===== src/rtl/home_defines.svh =====
// Home screen layout constants
`ifndef HOME_DEFINES_SVH
`define HOME_DEFINES_SVH

// --------------------
// Screen
// --------------------
`define GAME_W        320
`define GAME_H        240

// --------------------
// Icon boxes
// --------------------
`define ICON_W        48
`define ICON_H        48
`define ICON_MARGIN   16
// GIF box sits in the top left corner
`define GIF_ICON_X0   `ICON_MARGIN
// KEYPAD box is centred horizontally, column 136
`define KEY_ICON_X0   ((`GAME_W - `ICON_W) / 2)
`define ICON_Y0       `ICON_MARGIN

// --------------------
// Font and text
// --------------------
`define CHAR_W        4
`define CHAR_H        7
`define CHAR_SPACE    1
`define CHAR_PITCH    (`CHAR_W + `CHAR_SPACE)
// Pixel width of an n character string, no trailing gap
`define TEXT_W(n)     ((n) * `CHAR_PITCH - `CHAR_SPACE)

// String lengths
`define GIF_CAP_CHARS 3
`define KEY_CAP_CHARS 3
`define GIF_LBL_CHARS 7
`define KEY_LBL_CHARS 6

// Captions centred inside the boxes, labels centred under them
`define LABEL_GAP     8
`define LABEL_Y0      (`ICON_Y0 + `ICON_H + `LABEL_GAP)
`define CAPTION_Y0    (`ICON_Y0 + (`ICON_H - `CHAR_H) / 2)
`define GIF_CAP_X0    (`GIF_ICON_X0 + (`ICON_W - `TEXT_W(`GIF_CAP_CHARS)) / 2)
`define KEY_CAP_X0    (`KEY_ICON_X0 + (`ICON_W - `TEXT_W(`KEY_CAP_CHARS)) / 2)
`define GIF_LBL_X0    (`GIF_ICON_X0 + (`ICON_W - `TEXT_W(`GIF_LBL_CHARS)) / 2)
`define KEY_LBL_X0    (`KEY_ICON_X0 + (`ICON_W - `TEXT_W(`KEY_LBL_CHARS)) / 2)

// --------------------
// RGB565 colours
// --------------------
`define PIXEL_BITS    16
`define COL_BG        16'hFFFF
`define COL_TEXT      16'h0000
`define COL_BOX       16'hFFE0
`define COL_BORDER    16'h0000

`endif


===== src/rtl/pixel_color_pkg.sv =====
// Pixel colour types
`include "home_defines.svh"

package pixel_color_pkg;

    // One RGB565 pixel
    // Red in 15:11, green in 10:5, blue in 4:0
    typedef logic [`PIXEL_BITS-1:0] rgb565_t;

    // What a pixel shows, as decided by the execute stage
    typedef enum logic [1:0] {
        class_background,
        class_border,
        class_box_fill,
        class_text
    } pixel_class_e;

endpackage


===== src/rtl/screen_geom_pkg.sv =====
// Screen geometry types
`include "home_defines.svh"

package screen_geom_pkg;

    // Pixel coordinate
    // Sized for the longer axis, 320 needs 9 bits
    typedef logic [$clog2(`GAME_W)-1:0] coord_t;

    // Decoded layout areas
    typedef enum logic [1:0] {
        region_none,
        region_box_edge,
        region_box_inside,
        region_text_area
    } region_e;

    // Plain ASCII character code
    typedef logic [7:0] char_code_t;

    // Column inside a character cell
    // Includes the gap column after the glyph
    typedef logic [$clog2(`CHAR_PITCH)-1:0] cell_col_t;

    // Row inside a character cell
    typedef logic [$clog2(`CHAR_H)-1:0] cell_row_t;

endpackage


===== src/rtl/color_result.sv =====
// Colour lookup and output stage
`timescale 1ns/1ps

`include "home_defines.svh"

module color_result (
    input  logic                          clk,
    input  logic                          reset_n,
    input  pixel_color_pkg::pixel_class_e pix_class,
    input  logic                          class_valid,
    output pixel_color_pkg::rgb565_t      pixel_color,
    output logic                          pixel_valid
);

    import pixel_color_pkg::*;

    rgb565_t next_color;

    // Class to RGB565
    always_comb begin
        case (pix_class)
            class_border:     next_color = `COL_BORDER;
            class_box_fill:   next_color = `COL_BOX;
            class_text:       next_color = `COL_TEXT;
            class_background: next_color = `COL_BG;
            default:          next_color = `COL_BG;
        endcase
    end

    // Colour holds between strobes, valid pulses once per pixel
    always_ff @(posedge clk or negedge reset_n) begin
        if (!reset_n) begin
            pixel_color <= `COL_BG;
            pixel_valid <= 1'b0;
        end else begin
            pixel_valid <= class_valid;
            if (class_valid) begin
                pixel_color <= next_color;
            end
        end
    end

endmodule


===== src/rtl/glyph_rom.sv =====
// 4x7 home screen font
`timescale 1ns/1ps

`include "home_defines.svh"

module glyph_rom (
    input  screen_geom_pkg::char_code_t glyph_char,
    input  screen_geom_pkg::cell_col_t  glyph_col,
    input  screen_geom_pkg::cell_row_t  glyph_row,
    output logic                        glyph_bit
);

    import screen_geom_pkg::*;

    // One bitmap holds all rows of a glyph
    localparam int CELL_BITS = `CHAR_W * `CHAR_H;

    logic [CELL_BITS-1:0] bitmap;
    logic [4:0]           bit_index;
    logic                 in_cell;

    // --------------------
    // Bitmaps
    // --------------------
    // Top row in the high nibble, leftmost column in the nibble MSB
    always_comb begin
        case (glyph_char)
            "G":     bitmap = 28'h788B997;
            "I":     bitmap = 28'hE44444E;
            "F":     bitmap = 28'hF88E888;
            "K":     bitmap = 28'h99ACA99;
            "E":     bitmap = 28'hF88E88F;
            "Y":     bitmap = 28'hAAA4444;
            "C":     bitmap = 28'h7888887;
            "P":     bitmap = 28'hE99E888;
            "4":     bitmap = 28'h26AAF22;
            "3":     bitmap = 28'hE11611E;
            "1":     bitmap = 28'h4C4444E;
            "A":     bitmap = 28'h699F999;
            "D":     bitmap = 28'hE99999E;
            // Space and unknown codes stay blank
            default: bitmap = '0;
        endcase
    end

    // Gap column and rows below the glyph are always blank
    assign in_cell = (glyph_col < cell_col_t'(`CHAR_W)) &&
                     (glyph_row < cell_row_t'(`CHAR_H));

    // --------------------
    // Bit select
    // --------------------
    always_comb begin
        bit_index = '0;
        glyph_bit = 1'b0;
        if (in_cell) begin
            // Row major, counted down from the MSB
            bit_index = 5'(CELL_BITS - 1) -
                        (5'(glyph_row) * 5'(`CHAR_W) + 5'(glyph_col));
            glyph_bit = bitmap[bit_index];
        end
    end

endmodule


===== src/rtl/home_renderer.sv =====
// Home screen renderer top
`timescale 1ns/1ps

`include "home_defines.svh"

module home_renderer #(
    parameter bit FLIP_X = 1'b0,
    parameter bit FLIP_Y = 1'b0
) (
    input  logic                     clk,
    input  logic                     reset_n,
    input  logic                     pixel_strobe,
    output pixel_color_pkg::rgb565_t pixel_color,
    output logic                     pixel_valid
);

    import screen_geom_pkg::*;
    import pixel_color_pkg::*;

    // --------------------
    // Stage links
    // --------------------
    coord_t       game_x;
    coord_t       game_y;
    logic         coord_valid;
    char_code_t   glyph_char;
    cell_col_t    glyph_col;
    cell_row_t    glyph_row;
    logic         glyph_bit;
    pixel_class_e pix_class;
    logic         class_valid;

    // Decode: strobe to registered coordinate
    scan_decode #(
        .FLIP_X (FLIP_X),
        .FLIP_Y (FLIP_Y)
    ) u_scan_decode (
        .clk          (clk),
        .reset_n      (reset_n),
        .pixel_strobe (pixel_strobe),
        .game_x       (game_x),
        .game_y       (game_y),
        .coord_valid  (coord_valid)
    );

    // Execute: coordinate to pixel class
    icon_layout_execute u_icon_layout_execute (
        .clk         (clk),
        .reset_n     (reset_n),
        .game_x      (game_x),
        .game_y      (game_y),
        .coord_valid (coord_valid),
        .glyph_bit   (glyph_bit),
        .glyph_char  (glyph_char),
        .glyph_col   (glyph_col),
        .glyph_row   (glyph_row),
        .pix_class   (pix_class),
        .class_valid (class_valid)
    );

    // Font lookup, same cycle as execute
    glyph_rom u_glyph_rom (
        .glyph_char (glyph_char),
        .glyph_col  (glyph_col),
        .glyph_row  (glyph_row),
        .glyph_bit  (glyph_bit)
    );

    // Result: class to RGB565 output
    color_result u_color_result (
        .clk         (clk),
        .reset_n     (reset_n),
        .pix_class   (pix_class),
        .class_valid (class_valid),
        .pixel_color (pixel_color),
        .pixel_valid (pixel_valid)
    );

endmodule


===== src/rtl/icon_layout_execute.sv =====
// Layout classification stage
`timescale 1ns/1ps

`include "home_defines.svh"

module icon_layout_execute (
    input  logic                          clk,
    input  logic                          reset_n,
    input  screen_geom_pkg::coord_t       game_x,
    input  screen_geom_pkg::coord_t       game_y,
    input  logic                          coord_valid,
    input  logic                          glyph_bit,
    output screen_geom_pkg::char_code_t   glyph_char,
    output screen_geom_pkg::cell_col_t    glyph_col,
    output screen_geom_pkg::cell_row_t    glyph_row,
    output pixel_color_pkg::pixel_class_e pix_class,
    output logic                          class_valid
);

    import screen_geom_pkg::*;
    import pixel_color_pkg::*;

    // Text areas in priority order: GIF caption, KEY caption, two labels
    localparam int          AREA_X0  [4] = '{`GIF_CAP_X0, `KEY_CAP_X0,
                                             `GIF_LBL_X0, `KEY_LBL_X0};
    localparam int          AREA_Y0  [4] = '{`CAPTION_Y0, `CAPTION_Y0,
                                             `LABEL_Y0, `LABEL_Y0};
    localparam int          AREA_LEN [4] = '{`GIF_CAP_CHARS, `KEY_CAP_CHARS,
                                             `GIF_LBL_CHARS, `KEY_LBL_CHARS};
    // Strings right aligned, first character in the highest used byte
    localparam logic [55:0] AREA_STR [4] = '{"GIF", "KEY", "CPE 431", "KEYPAD"};

    region_e      gif_region;
    region_e      key_region;
    region_e      box_region;
    region_e      pix_region;
    logic         text_hit;
    logic [1:0]   text_area;
    coord_t       text_dx;
    coord_t       text_dy;
    logic [2:0]   char_idx;
    pixel_class_e next_class;

    // Edge or inside test for one 48x48 box
    function automatic region_e box_test(coord_t x, coord_t y, coord_t x0);
        coord_t  x1;
        coord_t  y0;
        coord_t  y1;
        region_e r;
        x1 = x0 + coord_t'(`ICON_W - 1);
        y0 = coord_t'(`ICON_Y0);
        y1 = coord_t'(`ICON_Y0 + `ICON_H - 1);
        r  = region_none;
        if (x >= x0 && x <= x1 && y >= y0 && y <= y1) begin
            if (x == x0 || x == x1 || y == y0 || y == y1) begin
                r = region_box_edge;
            end else begin
                r = region_box_inside;
            end
        end
        return r;
    endfunction

    // Inside the span of an n character string
    function automatic logic in_text(coord_t x, coord_t y, int x0, int y0, int n);
        return (int'(x) >= x0) && (int'(x) < x0 + `TEXT_W(n)) &&
               (int'(y) >= y0) && (int'(y) < y0 + `CHAR_H);
    endfunction

    // Character idx of a right aligned string, space past its end
    function automatic char_code_t pick_char(logic [55:0] str, int len, logic [2:0] idx);
        char_code_t c;
        c = " ";
        if (int'(idx) < len) begin
            c = str[8 * (len - 1 - int'(idx)) +: 8];
        end
        return c;
    endfunction

    // --------------------
    // Region tests
    // --------------------
    assign gif_region = box_test(game_x, game_y, coord_t'(`GIF_ICON_X0));
    assign key_region = box_test(game_x, game_y, coord_t'(`KEY_ICON_X0));
    // Boxes never overlap
    assign box_region = (gif_region != region_none) ? gif_region : key_region;

    // Text areas are disjoint, first hit wins
    always_comb begin
        text_hit  = 1'b0;
        text_area = 2'd0;
        for (int i = 0; i < 4; i++) begin
            if (!text_hit && in_text(game_x, game_y, AREA_X0[i], AREA_Y0[i], AREA_LEN[i])) begin
                text_hit  = 1'b1;
                text_area = 2'(i);
            end
        end
    end

    assign pix_region = text_hit ? region_text_area : box_region;

    // --------------------
    // Character select
    // --------------------
    assign text_dx  = game_x - coord_t'(AREA_X0[text_area]);
    assign text_dy  = game_y - coord_t'(AREA_Y0[text_area]);
    // Five column pitch, remainder 4 is the gap
    assign char_idx = 3'(text_dx / coord_t'(`CHAR_PITCH));

    assign glyph_col  = cell_col_t'(text_dx % coord_t'(`CHAR_PITCH));
    assign glyph_row  = cell_row_t'(text_dy);
    assign glyph_char = text_hit ? pick_char(AREA_STR[text_area], AREA_LEN[text_area],
                                             char_idx) : " ";

    // --------------------
    // Classify
    // --------------------
    // Text over box over background
    always_comb begin
        case (pix_region)
            region_box_edge:   next_class = class_border;
            region_box_inside: next_class = class_box_fill;
            region_text_area: begin
                // Captions sit in the box interior, labels on background
                if (glyph_bit) begin
                    next_class = class_text;
                end else if (box_region == region_box_inside) begin
                    next_class = class_box_fill;
                end else begin
                    next_class = class_background;
                end
            end
            default:           next_class = class_background;
        endcase
    end

    always_ff @(posedge clk) begin
        if (coord_valid) begin
            pix_class <= next_class;
        end
    end

    always_ff @(posedge clk or negedge reset_n) begin
        if (!reset_n) begin
            class_valid <= 1'b0;
        end else begin
            class_valid <= coord_valid;
        end
    end

endmodule


===== src/rtl/scan_decode.sv =====
// Raster scan decode stage
`timescale 1ns/1ps

`include "home_defines.svh"

module scan_decode #(
    parameter bit FLIP_X = 1'b0,
    parameter bit FLIP_Y = 1'b0
) (
    input  logic                    clk,
    input  logic                    reset_n,
    input  logic                    pixel_strobe,
    output screen_geom_pkg::coord_t game_x,
    output screen_geom_pkg::coord_t game_y,
    output logic                    coord_valid
);

    import screen_geom_pkg::*;

    // Raster position of the next pixel to be drawn
    coord_t scan_x;
    coord_t scan_y;
    logic   last_col;
    logic   last_row;
    // Position after mirroring
    coord_t map_x;
    coord_t map_y;

    assign last_col = (scan_x == coord_t'(`GAME_W - 1));
    assign last_row = (scan_y == coord_t'(`GAME_H - 1));

    // --------------------
    // Raster counter
    // --------------------
    // Same order as the panel: x fastest, one step per strobe
    always_ff @(posedge clk or negedge reset_n) begin
        if (!reset_n) begin
            scan_x <= '0;
            scan_y <= '0;
        end else if (pixel_strobe) begin
            if (last_col) begin
                scan_x <= '0;
                // Wrap to the top after the last line
                if (last_row) begin
                    scan_y <= '0;
                end else begin
                    scan_y <= scan_y + coord_t'(1);
                end
            end else begin
                scan_x <= scan_x + coord_t'(1);
            end
        end
    end

    // --------------------
    // Mirroring
    // --------------------
    assign map_x = FLIP_X ? coord_t'(`GAME_W - 1) - scan_x : scan_x;
    assign map_y = FLIP_Y ? coord_t'(`GAME_H - 1) - scan_y : scan_y;

    // Coordinates only matter while coord_valid is high
    always_ff @(posedge clk) begin
        if (pixel_strobe) begin
            game_x <= map_x;
            game_y <= map_y;
        end
    end

    // One valid cycle per strobe
    always_ff @(posedge clk or negedge reset_n) begin
        if (!reset_n) begin
            coord_valid <= 1'b0;
        end else begin
            coord_valid <= pixel_strobe;
        end
    end

endmodule


===== config.mk =====
export PLATFORM = sky130hd
export DESIGN_NAME = home_renderer
export DESIGN_NICKNAME = d
export VERILOG_FILES = /design/src/rtl/pixel_color_pkg.sv /design/src/rtl/screen_geom_pkg.sv /design/src/rtl/color_result.sv /design/src/rtl/glyph_rom.sv /design/src/rtl/home_renderer.sv /design/src/rtl/icon_layout_execute.sv /design/src/rtl/scan_decode.sv
export VERILOG_INCLUDE_DIRS = /design/src /design/src/rtl
export SDC_FILE = /design/constraint.sdc
export NUM_CORES = 1
export LEC_CHECK = 0
export BUFFER_PORTS_ARGS = -buffer_cell sky130_fd_sc_hd__buf_2
export CAP_MARGIN = 0
export CORE_MARGIN = 3
export CORE_UTILIZATION = 64
export DETAILED_ROUTE_END_ITERATION = 8
export PLACE_DENSITY = 0.87
export SYNTH_ARGS = -nofsm -noshare
export SYNTH_HDL_FRONTEND = slang
export SYNTH_SLANG_ARGS = --single-unit

===== constraint.sdc =====
create_clock -name clk -period 13.2 [get_ports clk]
set_input_delay 2.64 -clock clk [delete_from_list [all_inputs] [get_ports clk]]
set_output_delay 2.64 -clock clk [all_outputs]
set_load 0.05 [all_outputs]

# [Yosys cells after proc, flatten, opt, wreduce, memory -nomap -nowiden]
# Index checks and enable logic that the tools add are counted.
[word_totals] reg_bits=57 latch_bits=0 ram_bits=0 rom_bits=0 input_bits=3 out_inout_bits=17 wordCells=144 memories=0
[op_classes] n_addsub=8 n_mul=0 div_mod_pow=2 magnitude_cmp=23 n_eq_ne=28 shift=1 muxes=37 n_bitwise=1 reduce_logical=35
[ops] op="$pmux W28 S13" count=1
[ops] op="$bmux W32 S2" count=3
[ops] op="$bmux W56 S2" count=1
[ops] op="$mux W56" count=2
[ops] op="$eq A8 B7 Y1 const B" count=10
[ops] op="$mux W32" count=2
[ops] op="$shiftx A56 B32 Y8" count=1
[ops] op="$pmux W16 S3" count=1
[ops] op="$mux W9" count=4
[ops] op="$lt A4 B32 Y1" count=1
[ops] op="$sub A29 B2 Y29 const B" count=1
[ops] op="$sub A29 B4 Y29" count=1
[ops] op="$eq A9 B8 Y1 const B" count=3
[ops] op="$ge A9 B5 Y1 const B" count=3
[ops] op="$ge A9 B8 Y1 const B" count=3
[ops] op="$lt A9 B6 Y1 const B" count=3
[ops] op="$eq A8 B6 Y1 const B" count=3
[ops] op="$logic_and A1 B1 Y1" count=22
[ops] op="$mux W2" count=10
[ops] op="$add A9 B1 Y9 const B" count=2
[ops] op="$eq A9 B5 Y1 const B" count=2
[ops] op="$eq A9 B6 Y1 const B" count=2
[ops] op="$ge A9 B6 Y1 const B" count=2
[ops] op="$le A9 B6 Y1 const B" count=2
[ops] op="28 further kinds" count=50

# [Depth between registers and ports, before layout]
[logic_depth] word_depth=31 depth_mapped=52 depth_no_buf=44

# [Cells and area by module]
# From an unflattened synthesis, not the netlist that was laid out.
[hier_totals] cells_unflattened=609 area_unflattened_um2=5053.6
[modules_own_cells] mod="icon_layout_execute" instances=1 cells_each=330 area_each_um2=2347.3 seq_area_each_um2=85.1
[modules_own_cells] mod="scan_decode" instances=1 cells_each=111 area_each_um2=1478.9 seq_area_each_um2=1016.0
[modules_own_cells] mod="glyph_rom" instances=1 cells_each=147 area_each_um2=1012.2 seq_area_each_um2=0.0
[modules_own_cells] mod="color_result" instances=1 cells_each=21 area_each_um2=215.2 seq_area_each_um2=77.6

# [Least setup slack after synthesis]
# No wires, ideal clock.
[synth_timing] path_type="register -> register" start="register u_scan_decode.game_x[1]" end="register u_icon_layout_execute.pix_class[1] (data pin)" setup_time_ns=0.269 arrival_ns=9.831 required_time_ns=12.931 slack_ns=3.100 stages_incl_launch_ff=49 n_path_buf=7 period_less_slack_ns=10.100 path_cell_list="edfxtp_1 -> o311ai_0 -> a311oi_1 -> a211oi_1 -> inv_1 -> ha_1 -> inv_1 -> ha_1 -> buf_4 -> buf_2 -> a2111o_1 -> or3_4 -> buf_6 -> nand3_1 -> nand2_1 -> or4_1 -> buf_4 -> buf_6 -> [... 13 more ...] -> clkbuf_1 -> a21o_1 -> o21ai_0 -> o21ai_0 -> a21oi_1 -> nor3_1 -> and2_1 -> clkbuf_1 -> nand2_1 -> a21oi_1 -> a211oi_1 -> a31oi_1 -> a21oi_1 -> nor4_1 -> a2111oi_0 -> a211oi_1 -> o211ai_2 -> o311ai_1"
[synth_between] elab_chain_cells=31 word_cells_on_any_way=112 classes_between="add/sub (6); div (2); order compare (15); eq/ne (21); shift (1); mux (34); bitwise (1); reduce/logical (32)"
[synth_rtl] element="start: declaration" line="scan_decode.sv:13" source="output screen_geom_pkg::coord_t game_x,"
[synth_rtl] element="start signal: assignment" line="scan_decode.sv:64" source="game_x <= map_x;"
[synth_rtl] element="$ge A9 B6 Y1 / $lt A9 B6 Y1 (equally long branches)"
[synth_rtl] element="$logic_and A1 B1 Y1 (3 in series)" line="icon_layout_execute.sv:66" source="return (int'(x) >= x0) && (int'(x) < x0 + `TEXT_W(n)) &&"
[synth_rtl] element="$mux W1" line="icon_layout_execute.sv:93" source="if (!text_hit && in_text(game_x, game_y, AREA_X0[i], AREA_Y0[i], AREA_LEN[i])) begin"
[synth_rtl] element="$logic_not A1 Y1" line="icon_layout_execute.sv:93"
[synth_rtl] element="$logic_and A1 B1 Y1" line="icon_layout_execute.sv:93"
[synth_rtl] element="$mux W1" line="icon_layout_execute.sv:93"
[synth_rtl] element="$logic_not A1 Y1" line="icon_layout_execute.sv:93"
[synth_rtl] element="$logic_and A1 B1 Y1" line="icon_layout_execute.sv:93"
[synth_rtl] element="[... 14 more ...]"
[synth_rtl] element="$eq A8 B7 Y1 / $eq A8 B6 Y1 (equally long branches)" line="glyph_rom.sv:27" source="case (glyph_char)"
[synth_rtl] element="$pmux W28 S13" line="glyph_rom.sv:27"
[synth_rtl] element="$bmux W1 S5" line="glyph_rom.sv:60" source="glyph_bit = bitmap[bit_index];"
[synth_rtl] element="$mux W1 (implied by the code)" line="glyph_rom.sv:60"
[synth_rtl] element="$mux W1" line="glyph_rom.sv:56" source="if (in_cell) begin"
[synth_rtl] element="$mux W2" line="icon_layout_execute.sv:125" source="if (glyph_bit) begin"
[synth_rtl] element="$pmux W2 S3 *" line="icon_layout_execute.sv:120" source="case (pix_region)"
[synth_rtl] element="named net u_icon_layout_execute.next_class[1]" line="icon_layout_execute.sv:42" source="pixel_class_e next_class;"
[synth_rtl] element="end signal: assignment" line="icon_layout_execute.sv:139" source="pix_class <= next_class;"
[synth_rtl] element="end: declaration" line="icon_layout_execute.sv:16" source="output pixel_color_pkg::pixel_class_e pix_class,"
# Mark *: on every way through the listed nets, which the timed path passes. The rest lies on a longest branch. The select of a mux whose other input is x is not followed.
# A chain may end at the register's enable or synchronous reset.

# [Worst setup path after layout]
[layout_timing] start="register u_scan_decode.game_x[0]" end="register u_icon_layout_execute.pix_class[1] (data pin)"
# Same word-level chain as after synthesis.

==> reports/metrics.cfg <==
[synthesis]
seq_area_frac_synth_pct=23.4
ys_seq_elements=43
yosysMostFrequentCell=nand2_1
synth.avg_cell_area_sq_um=7.68
synth_nets=684
synth.distinct_cells=82
yosys-top-cells-area=edfxtp_1 (12%), dfrtp_1 (10%), ha_1 (6.0%)
yosys_most_used_dff=dfrtp_1
synthesis.area_sq_um=5030
synth-async-reset-ratio_pct=53.5
synth_edf_count=20
synth_common_cells=nand2_1 (64), nor2_1 (62), o21ai_0 (46), nor3_1 (34), nand3_1 (33)
synth.top_cell.area_share_pct=11.9
yosysTopAreaCell=edfxtp_1
synth_warnings=0
netlist_instances=655

[critical_path]
timing.critical_path.mode_cell=ha_1
path_class=reg2reg
r2r_start=u_scan_decode.game_x[0]
endpoint_kind=flip-flop
slowest_stage=or4_1
ff2ff_path_depth=43
arrival_ns=11.65
start_kind=flip-flop
cp.required_ns=13.26
ff2ff_setup_slack_ns=1.61
rr_endpoint=u_icon_layout_execute.pix_class[1]
max_stage_delay_ns=0.77
critPathMaxFanout=19

[clock_network]
cts_htree_levels=2
cts_tree=done
clk_path_buf_depth=2
root_buffer=clkbuf_8
post_cts_resized=0
cts.sinks=43
cts_buffers=5
clock_latency_ns=0.31
cts_setup_buffers=0
clk_pin_slew_ns=0.09
cts.hold.buffers_added=0

[min_path]
min_from=u_scan_decode.coord_valid
min_to=u_icon_layout_execute.class_valid
min_path_cells=0
hold_class=reg2reg

[timing]
period_needed_ns=11.59
fin_skew_ns=0.0128
worstMarginPinSlew_ns=1.09
maxSlewHeadroom_pct=26.7
rsz0062_at_grt=false
fmax_mhz=86.3
finalHoldWorstSlack_ns=0.452
final_max_slew_viol_count=0
fin_crit_sh_pct=87.8
final.setup.tns_ns=0
final_hold_viol_count=0
setup_viol=0

[cells_and_area]
drive_gt1_share_pct=7.52
syn2layout_area_growth_pct=1.04
final_core_util_pct=68.2
antennaDiodeCount=0
fin_cells=737
nets=666

[global_route]
grt.overflow.total=0
grt_pass1_wl_mm=21.8
grt_pass1_vias=4609
track_usage_pct=29.7
grt_max_degree=28
antenna_found_initial=0

[place]
dp.cells=729
hpwl_mm=9.43
portBuffers=19
finalWeightedCongestion=1.00

[detailed_routing]
vias=5155
drtPass1Iterations=6
avgViaCountPerCell=6.99
wl_per_cell_microns=17.3
drt-initial-drc-count=592
drc=0
ant_nets=0
drt_wl_total_mm=12.7

[die]
die_area_sq_um=8960
start_util_pct=67.5
core_area_sq_um=7450
io_pins=20
rows=31
die_y_microns=94.6
die_w_microns=94.6

[run]
cap_violations=0

[status]
status=completed

==> critical path: cells and delay by family, from the launching register on <==
kind	cells	cell delay, ns
compound gates	19	4.19
flops	1	0.66
fa+ha+maj	6	1.82
buf+inv	4	0.37
simple gates	14	4.29
==> registers in the layout (all words and copies together) (netlist names) <==
signal / flops
u_color_result.pixel_color: 2
u_scan_decode.game_y: 9
u_scan_decode.map_y: 9
u_icon_layout_execute.pix_class: 2
u_scan_decode.coord_valid: 1
u_color_result.pixel_valid: 1
u_scan_decode.map_x: 9
u_scan_decode.game_x: 9
u_icon_layout_execute.class_valid: 1
==> cell type report <==
type                            count  area [sq um]
Multi-Input combinational cell    545          3500
Clock buffer                        5          68.8
Fill cell                         612          2370
Inverter                           22          82.6
Timing Repair Buffer               20           103
Sequential cell                    43          1180
Tap cell                           99           124
Clock inverter                      3          23.8
==> worst max path at each step <==
stage | startpoint | endpoint | cells past startpoint
final | u_scan_decode.game_x[0] | u_icon_layout_execute.pix_class[1] | 43
after global routing | u_scan_decode.game_x[0] | u_icon_layout_execute.pix_class[1] | 42
after CTS | u_scan_decode.game_x[0] | u_icon_layout_execute.pix_class[1] | 43
after detailed placement | u_scan_decode.game_x[0] | u_icon_layout_execute.pix_class[1] | 43
after global placement | u_scan_decode.game_x[0] | u_icon_layout_execute.pix_class[1] | 43
after floorplan | u_scan_decode.game_x[1] | u_icon_layout_execute.pix_class[1] | 48
==> placed cells by master (no fill, tap or decap), types with 10 or more instances in the layout <==
| cell type | netlist | final |
|---|---|---|
| a211oi_1 | 13 | 13 |
| xnor2_1 | 17 | 17 |
| nand3_1 | 33 | 33 |
| mux2i_1 | 10 | 10 |
| and2_1 | 11 | 11 |
| a21oi_1 | 24 | 24 |
| ha_1 | 24 | 24 |
| inv_1 | 21 | 21 |
| nor2_1 | 62 | 62 |
| buf_2 | 9 | 19 |
| nand2_1 | 64 | 64 |
| and3_1 | 18 | 18 |
| nand4_1 | 12 | 12 |
| dfrtp_1 | 21 | 21 |
| a21o_1 | 10 | 10 |
| o21ai_0 | 46 | 46 |
| edfxtp_1 | 20 | 20 |
| nor3_1 | 34 | 34 |
==> cell families (layout without fill, tap and decap cells) <==
logic type | after synthesis | after routing | share of synthesized area (%)
mux | 14 | 14 | 2.89
compound gates | 189 | 189 | 26.4
simple gates | 294 | 294 | 29.8
fa+ha+maj | 26 | 26 | 6.77
flops | 43 | 43 | 23.4
xor+xnor | 22 | 22 | 3.83
buf+inv | 67 | 50 | 6.94
==> metal layers <==
metal | routed length, microns | global-route usage, % | up-vias
met5 | 0 | 0 | -
met1 | 5390 | 39.9 | 2381
li1 | - | - | 2431
met3 | 1140 | 4.22 | 41
met2 | 5860 | 48.6 | 302
met4 | 349 | 11.1 | 0
==> metrics by stage <==
step	area (sq um)	setup WS [ns]
floorplan	5030	3.10
global placement	4990	2.43
detailed placement	4990	1.96
CTS	5080	1.94
global route	5080	0.788
finish	5080	1.61
Power is left out: the tool's default activity adds up to more than one toggle a clock period on the data nets, which glitch-free logic cannot reach.
